`config.mk`:
```
export PLATFORM = sky130hd
export DESIGN_NAME = frontend_top
export DESIGN_NICKNAME = d
export VERILOG_FILES = /design/src/design/frontend_pkg.sv /design/src/design/pc_gen.sv /design/src/design/branch_predictor.sv /design/src/design/fetch_buffer.sv /design/src/design/frontend_top.sv
export VERILOG_INCLUDE_DIRS = /design/src /design/src/design
export SDC_FILE = /design/constraint.sdc
export NUM_CORES = 1
export LEC_CHECK = 0
export BUFFER_PORTS_ARGS = -buffer_cell sky130_fd_sc_hd__buf_4
export CAP_MARGIN = 20
export CORE_MARGIN = 1
export CORE_UTILIZATION = 55
export DETAILED_ROUTE_END_ITERATION = 6
export PLACE_DENSITY = 0.76
export SLEW_MARGIN = 30
export SYNTH_ARGS = -nofsm -noshare
export SYNTH_HDL_FRONTEND = slang
export SYNTH_SLANG_ARGS = --single-unit
```
`constraint.sdc`:
```
create_clock -name clk -period 8.45 [get_ports clk]
set_input_delay 0.4225 -clock clk [delete_from_list [all_inputs] [get_ports clk]]
set_output_delay 0.4225 -clock clk [all_outputs]
set_load 0.005 [all_outputs]
```
`src/design/frontend_macros.svh`:
```
`ifndef FRONTEND_MACROS_SVH
`define FRONTEND_MACROS_SVH

//////////////////////////////////////////////////////////////////////
// Front end sizing and reset values
//////////////////////////////////////////////////////////////////////

// First fetch address after reset
`define FE_RESET_PC 32'h0000_1000

// Fetch buffer entries, must be a power of two
`define FE_BUF_DEPTH 8

// Number of 2-bit counters in the branch history table
// Indexed by pc bits starting at bit 2
`define FE_BHT_ENTRIES 64

`endif

```
`src/design/frontend_pkg.sv`:
```
package frontend_pkg;

    //////////////////////////////////////////////////////////////////////
    // Instruction cache interface
    //////////////////////////////////////////////////////////////////////

    // Request from pc_gen to the cache
    typedef struct packed {
        logic        valid;
        logic [31:0] pc;
    } fetch_req_t;

    // Cache response, one cycle after an accepted request
    typedef struct packed {
        logic        valid;
        logic [31:0] pc;
        logic [31:0] inst;
    } fetch_resp_t;

    //////////////////////////////////////////////////////////////////////
    // Control flow
    //////////////////////////////////////////////////////////////////////

    // Next-PC override, used for both prediction and back-end flush
    typedef struct packed {
        logic        valid;
        logic [31:0] target;
    } redirect_t;

    // Resolved branch outcome from the back end
    typedef struct packed {
        logic        valid;
        logic [31:0] pc;
        logic        is_cond_branch;
        logic        taken;
    } bpu_update_t;

    //////////////////////////////////////////////////////////////////////
    // Fetch buffer payload
    //////////////////////////////////////////////////////////////////////

    // One predicted instruction on its way to decode
    typedef struct packed {
        logic [31:0] pc;
        logic [31:0] inst;
        // Prediction made at fetch time
        logic        pred_taken;
        // Target if taken, else the next sequential pc
        logic [31:0] pred_target;
    } fetch_entry_t;

endpackage

```
`src/design/pc_gen.sv`:
```
`timescale 1ns/100ps
`include "frontend_macros.svh"

module pc_gen (
    input  logic                     clk,
    input  logic                     reset,
    input  logic                     icache_stall,
    input  logic                     fetch_hold,
    input  frontend_pkg::redirect_t  flush,
    input  frontend_pkg::redirect_t  predict,
    output frontend_pkg::fetch_req_t fetch_req
);

    // Current fetch address
    logic [31:0] pc;
    logic [31:0] pc_next;
    logic [31:0] pc_seq;

    // Set one clock after reset releases
    logic running;

    logic req_valid;
    logic req_accept;

    //////////////////////////////////////////////////////////////////////
    // Request generation
    //////////////////////////////////////////////////////////////////////

    // No request while the buffer is close to full
    assign req_valid  = running && !fetch_hold;
    assign req_accept = req_valid && !icache_stall;

    assign pc_seq = pc + 32'd4;

    //////////////////////////////////////////////////////////////////////
    // Next PC selection
    //////////////////////////////////////////////////////////////////////

    // Flush beats prediction, both override a held pc
    always_comb begin
        if (flush.valid) begin
            pc_next = flush.target;
        end else if (predict.valid) begin
            pc_next = predict.target;
        end else if (req_accept) begin
            pc_next = pc_seq;
        end else begin
            pc_next = pc;
        end
    end

    always_ff @(posedge clk) begin
        if (reset) begin
            running <= 1'b0;
            pc      <= `FE_RESET_PC;
        end else begin
            running <= 1'b1;
            pc      <= pc_next;
        end
    end

    // Request to the cache
    assign fetch_req.valid = req_valid;
    assign fetch_req.pc    = pc;

endmodule

```
`src/design/branch_predictor.sv`:
```
`timescale 1ns/100ps
`include "frontend_macros.svh"

module branch_predictor (
    input  logic                       clk,
    input  logic                       reset,
    input  frontend_pkg::fetch_resp_t  fetch_resp,
    input  frontend_pkg::redirect_t    flush,
    input  frontend_pkg::bpu_update_t  bpu_update,
    output frontend_pkg::redirect_t    predict,
    output logic                       entry_valid,
    output frontend_pkg::fetch_entry_t entry
);

    localparam int         IDX_W      = $clog2(`FE_BHT_ENTRIES);
    localparam logic [6:0] OPC_JAL    = 7'b1101111;
    localparam logic [6:0] OPC_BRANCH = 7'b1100011;

    // Branch history table of 2-bit saturating counters
    logic [1:0] bht [`FE_BHT_ENTRIES];

    logic [IDX_W-1:0] rd_idx;
    logic [IDX_W-1:0] wr_idx;

    // Drops the one response still in flight after a redirect
    logic squash;
    logic resp_live;

    logic [6:0]  opcode;
    logic        is_jal;
    logic        is_branch;
    logic [31:0] imm_j;
    logic [31:0] imm_b;
    logic [31:0] target;
    logic [31:0] pc_seq;
    logic        pred_hit;

    //////////////////////////////////////////////////////////////////////
    // Decode of the returned instruction
    //////////////////////////////////////////////////////////////////////

    assign opcode    = fetch_resp.inst[6:0];
    assign is_jal    = (opcode == OPC_JAL);
    assign is_branch = (opcode == OPC_BRANCH);

    // J-type and B-type immediates, sign extended
    assign imm_j = {{11{fetch_resp.inst[31]}}, fetch_resp.inst[31],
                    fetch_resp.inst[19:12], fetch_resp.inst[20],
                    fetch_resp.inst[30:21], 1'b0};
    assign imm_b = {{19{fetch_resp.inst[31]}}, fetch_resp.inst[31],
                    fetch_resp.inst[7], fetch_resp.inst[30:25],
                    fetch_resp.inst[11:8], 1'b0};

    assign target = is_jal ? fetch_resp.pc + imm_j : fetch_resp.pc + imm_b;
    assign pc_seq = fetch_resp.pc + 32'd4;

    //////////////////////////////////////////////////////////////////////
    // Prediction
    //////////////////////////////////////////////////////////////////////

    assign rd_idx = fetch_resp.pc[IDX_W+1:2];

    // JAL always taken, branches follow the counter's upper bit
    assign pred_hit = is_jal || (is_branch && bht[rd_idx][1]);

    // A flush in this cycle kills the current response as well
    assign resp_live = fetch_resp.valid && !squash && !flush.valid;

    assign predict.valid  = resp_live && pred_hit;
    assign predict.target = target;

    assign entry_valid       = resp_live;
    assign entry.pc          = fetch_resp.pc;
    assign entry.inst        = fetch_resp.inst;
    assign entry.pred_taken  = pred_hit;
    assign entry.pred_target = pred_hit ? target : pc_seq;

    // Only the response in the next cycle can be on the wrong path
    always_ff @(posedge clk) begin
        if (reset) begin
            squash <= 1'b0;
        end else begin
            squash <= flush.valid || predict.valid;
        end
    end

    //////////////////////////////////////////////////////////////////////
    // Counter training
    //////////////////////////////////////////////////////////////////////

    assign wr_idx = bpu_update.pc[IDX_W+1:2];

    always_ff @(posedge clk) begin
        if (reset) begin
            // Weakly not taken
            for (int i = 0; i < `FE_BHT_ENTRIES; i++) begin
                bht[i] <= 2'b01;
            end
        end else if (bpu_update.valid && bpu_update.is_cond_branch) begin
            if (bpu_update.taken && bht[wr_idx] != 2'b11) begin
                bht[wr_idx] <= bht[wr_idx] + 2'd1;
            end else if (!bpu_update.taken && bht[wr_idx] != 2'b00) begin
                bht[wr_idx] <= bht[wr_idx] - 2'd1;
            end
        end
    end

endmodule

```
`src/design/fetch_buffer.sv`:
```
`timescale 1ns/100ps
`include "frontend_macros.svh"

module fetch_buffer (
    input  logic                       clk,
    input  logic                       reset,
    input  frontend_pkg::redirect_t    flush,
    input  logic                       entry_valid,
    input  frontend_pkg::fetch_entry_t entry,
    output logic                       fetch_hold,
    output logic                       inst_valid,
    output frontend_pkg::fetch_entry_t inst_out,
    input  logic                       inst_ready
);

    localparam int PTR_W = $clog2(`FE_BUF_DEPTH);

    localparam logic [PTR_W:0] DEPTH_C    = `FE_BUF_DEPTH;
    // Leaves room for the one response still in flight
    localparam logic [PTR_W:0] HOLD_LEVEL = `FE_BUF_DEPTH - 2;

    // Entry storage
    frontend_pkg::fetch_entry_t mem [`FE_BUF_DEPTH];

    logic [PTR_W-1:0] wr_ptr;
    logic [PTR_W-1:0] rd_ptr;
    logic [PTR_W:0]   count;

    logic full;
    logic push;
    logic pop;

    //////////////////////////////////////////////////////////////////////
    // Status and handshake
    //////////////////////////////////////////////////////////////////////

    assign full       = (count == DEPTH_C);
    assign inst_valid = (count != '0);
    assign fetch_hold = (count >= HOLD_LEVEL);

    // Oldest entry, stable until it is taken
    assign inst_out = mem[rd_ptr];

    assign push = entry_valid && !full && !flush.valid;
    assign pop  = inst_valid && inst_ready && !flush.valid;

    //////////////////////////////////////////////////////////////////////
    // Storage write
    //////////////////////////////////////////////////////////////////////

    always_ff @(posedge clk) begin
        if (push) begin
            mem[wr_ptr] <= entry;
        end
    end

    //////////////////////////////////////////////////////////////////////
    // Pointers and occupancy
    //////////////////////////////////////////////////////////////////////

    // A flush drops everything queued
    always_ff @(posedge clk) begin
        if (reset || flush.valid) begin
            wr_ptr <= '0;
            rd_ptr <= '0;
            count  <= '0;
        end else begin
            if (push) begin
                wr_ptr <= wr_ptr + 1'b1;
            end
            if (pop) begin
                rd_ptr <= rd_ptr + 1'b1;
            end
            case ({push, pop})
                2'b10: begin
                    count <= count + 1'b1;
                end
                2'b01: begin
                    count <= count - 1'b1;
                end
                default: begin
                    // Both or neither, occupancy unchanged
                    count <= count;
                end
            endcase
        end
    end

endmodule

```
`src/design/frontend_top.sv`:
```
`timescale 1ns/100ps

module frontend_top (
    input  logic                       clk,
    input  logic                       reset,

    // Instruction cache
    output frontend_pkg::fetch_req_t   fetch_req,
    input  logic                       icache_stall,
    input  frontend_pkg::fetch_resp_t  fetch_resp,

    // Back end control
    input  frontend_pkg::redirect_t    flush,
    input  frontend_pkg::bpu_update_t  bpu_update,

    // Back end instruction stream
    output logic                       inst_valid,
    output frontend_pkg::fetch_entry_t inst_out,
    input  logic                       inst_ready
);

    // Between the stages
    frontend_pkg::redirect_t    predict;
    frontend_pkg::fetch_entry_t entry;
    logic                       entry_valid;
    logic                       fetch_hold;

    pc_gen i_pc_gen (
        .clk,
        .reset,
        .icache_stall,
        .fetch_hold,
        .flush,
        .predict,
        .fetch_req
    );

    branch_predictor i_branch_predictor (
        .clk,
        .reset,
        .fetch_resp,
        .flush,
        .bpu_update,
        .predict,
        .entry_valid,
        .entry
    );

    fetch_buffer i_fetch_buffer (
        .clk,
        .reset,
        .flush,
        .entry_valid,
        .entry,
        .fetch_hold,
        .inst_valid,
        .inst_out,
        .inst_ready
    );

endmodule

```
==> qor.yml <==
status: "complete, no violations"
crit_slowest_cell: "a211oi_1"
grt_pass1_wl_um: 158200
async_flop_share: 0
crit_path_start_kind: "primary input"
crit-reg2reg-launch: "i_branch_predictor.bht[13][1]"
synth_top_area_share: 0.6485
synth_cell_types: 84
worstSetupPathType: "primary input to flop"
dieHeight_um: 276.6
max_freq_mhz: 186.8
synth_area_leader_cell: "edfxtp_1"
final_area_um2: 47520
cts_sinks: 943
cp_common_cell: "o211ai_1"
wl_met3_um: 9585
die_width_um: 276.6
core_area_um2: 74570
yosys_register_bits: 943
met2_length_um: 53180
grt_pass1_vias: 25280
synth-edff-count: 896
n_antenna_cell: 0
crit_fanout: 14
worstReg2RegEnd: "i_fetch_buffer.mem[0][31]"
crit_chain: "dlygate4sd3_1 -> buf_4 -> nor2b_1 -> nand4_1 -> nor2_2 -> mux2_2 -> ha_1 -> o211ai_1 -> o21a_1 -> a211oi_1 -> o211ai_1 -> nand4b_1 -> nand3_1 -> a21oi_1"
max_slew_margin: 0.3141
wl_um: 106200
p_leak_uw: 0.01543
post-place-ws_ps: 2921
gp_congestion: 0.9741
port_buffers: 241
placed_area_um2: 44270
grt_start_max_net_pins: 97
synth_ff_type: "edfxtp_1"
synth.avg_cell_area_um2: 16.52
p_per_area_nw_per_um2: 213.3
skew_ps: 34.79
vdd_drop_max_uv: 151.1
setup_viol: 0
drtPass1Iterations: 6
synthCells: 2511
io_pins: 268
cts_tree: "built"
root_buffer: "clkbuf_16"
h-tree-depth: 3
instances_no_fill: 3798
row_count: 100
met1_length_um: 39780
layout-drive-gt1-share: 0.2824
ys_seq_area_frac: 0.6712
fin_nets: 2926
hold_viol: 0
maxSlewViolCount: 0
layout_setup_ws_ps: 3098
place_inst: 3614
min_to: "i_pc_gen.pc[11]"
cts_buffers: 94
max_stage_delay_ps: 800
initial_core_util: 0.5563
worst-slew-pin-transition_ps: 1021
finalCritPeriodShare: 0.6334
min_period_ps: 5352
synth_area_um2: 41490
rr_worst_depth: 11
grt-ovfl-total: 0
rrSetupSlack_ps: 4320
drt_first_iter_violations: 2941
clock_latency_ps: 660
cap_viol_max_count: 0
crit_required_ps: 8790
drc: 0
clkTransAtPathRegs_ps: 60
topRoutingLayerUsed: "met5"
cts_buffer_depth: 3
synth_nets: 2690
track_usage: 0.2792
synthTopCellsByArea: "edfxtp_1, mux4_2, mux2_2"
syn2layout_area_growth_pct: 14.55
hpwl_um: 65880
min_from: "flush[11]"
rsz0062_at_grt: "false"
via_count: 24720
hold_depth: 3
antenna_found_initial: 4
hold_path_class: "primary input to flop"
crit_arrival_ps: 5690
die_area_um2: 76530
wl_per_cell_um: 27.96
ant_nets: 0
end_kind: "flop"
viasPerCell: 6.508
ys_warn_count: 0
critical path, delay by kind of cell:
kind	cells	cell delay (ps)
multiplexers	1	440
AND/OR/NAND/NOR	5	1590
buffers and inverters	2	690
adder cells (fa/ha/maj)	1	370
AO/OA/AOI/OAI	5	2170
synthesized netlist by cell type (6+ instances only):
| library cell | count |
|---|---|
| o211ai_1 | 15 |
| o31ai_1 | 11 |
| nor3_2 | 6 |
| buf_4 | 10 |
| or2_2 | 7 |
| mux2i_1 | 40 |
| a31oi_1 | 7 |
| o21ai_2 | 6 |
| xor2_1 | 39 |
| and3_1 | 13 |
| nand2b_1 | 17 |
| buf_2 | 21 |
| mux4_2 | 219 |
| a21oi_1 | 75 |
| and3b_1 | 7 |
| or3_1 | 13 |
| nand3b_1 | 13 |
| xnor2_1 | 38 |
| a2111oi_0 | 6 |
| buf_1 | 24 |
| a22oi_1 | 12 |
| dfxtp_1 | 47 |
| a211oi_1 | 15 |
| nor2b_1 | 13 |
| nor3_1 | 30 |
| nor4_1 | 6 |
| o22ai_1 | 9 |
| ha_1 | 40 |
| edfxtp_1 | 896 |
| nand3_1 | 53 |
| and2_1 | 7 |
| nand4_1 | 22 |
| nor3b_1 | 7 |
| o21a_1 | 12 |
| o21ai_0 | 93 |
| nor2_1 | 154 |
| nand2_1 | 159 |
| mux2_2 | 108 |
| inv_1 | 28 |
| a21o_1 | 40 |
| buf_6 | 7 |
| clkbuf_1 | 81 |
kinds of logic after synthesis:
kind of cell / Yosys count / share of synthesized area
adder cells (fa/ha/maj): 42 / 0.01303
buffers and inverters: 174 / 0.01861
AO/OA/AOI/OAI: 359 / 0.05703
AND/OR/NAND/NOR: 547 / 0.06529
XOR/XNOR: 77 / 0.01626
multiplexers: 369 / 0.1586
flip-flops: 943 / 0.6712
final cells by class:
class,instances,area [µm²]
clock buffer,110,2455
clock inverter,68,724.4
fill,5029,27050
inverter,29,108.9
multi-input combinational,1394,12950
sequential,943,27860
tap,969,1212
timing repair buffer,285,2212
worst max-delay path by stage:
stage,from,end,slack (ps),cells after the start
floorplan,flush[32],i_fetch_buffer.mem[5][10],-410,5
global placement,fetch_resp[6],i_fetch_buffer.mem[4][22],3080,13
detailed placement,fetch_resp[6],i_fetch_buffer.mem[7][22],2920,13
CTS,fetch_resp[6],i_fetch_buffer.mem[0][31],3040,15
global route,fetch_resp[6],i_fetch_buffer.mem[7][31],2910,15
finish,fetch_resp[6],i_fetch_buffer.mem[7][22],3100,14
registers in the layout (all words and copies together), names as in the netlist, named ones only:
register	cells
i_fetch_buffer.wr_ptr	3
i_pc_gen.running	1
i_fetch_buffer.mem	768
i_fetch_buffer.count	4
i_fetch_buffer.rd_ptr	3
i_branch_predictor.bht	128
i_pc_gen.pc	32
i_branch_predictor.squash	1
power breakdown:
part / total (µW) / switching, µW / internal [µW]
sequential: 5200 / 33.6 / 5160
combinational: 687 / 427 / 260
clock: 4250 / 1760 / 2490
per-stage QoR:
step | utilization | hold slack [ps] | total power, µW | setup TNS (ps)
after CTS | 0.6371 | 3.979 | 10170 | 0
after floorplan | - | 452.7 | 5667 | -77130
after detailed placement | 0.5937 | 463.2 | 5959 | 0
after global placement | 0.5932 | 447.2 | 5935 | 0
after global routing | 0.6373 | 22.37 | 10400 | 0
final | 0.6373 | 33.13 | 10140 | 0
per-layer routing:
| metal | up-vias | track usage |
|---|---|---|
| li1 | 10500 | - |
| met1 | 12620 | 0.3603 |
| met2 | 1359 | 0.4730 |
| met3 | 233 | 0.05197 |
| met4 | 6 | 0.1063 |
| met5 | - | 0 |
layout by cell type (no fill, tap or decap), types with 52 or more instances in the layout:
cell,n
edfxtp_1,896
nor2_1,150
clkbuf_16,96
mux2_2,108
a21oi_1,75
buf_4,273
mux4_2,219
nand2_1,159
nand3_1,52
o21ai_0,89
repair_timing:
item | in CTS | in global routing
hold endpoints to repair | 40 | 0
buffers inserted | 0 | 0
hold buffers | 6 | 0
gates resized for setup | 0 | 0
Note: power is estimated with default switching activity, not from simulation.
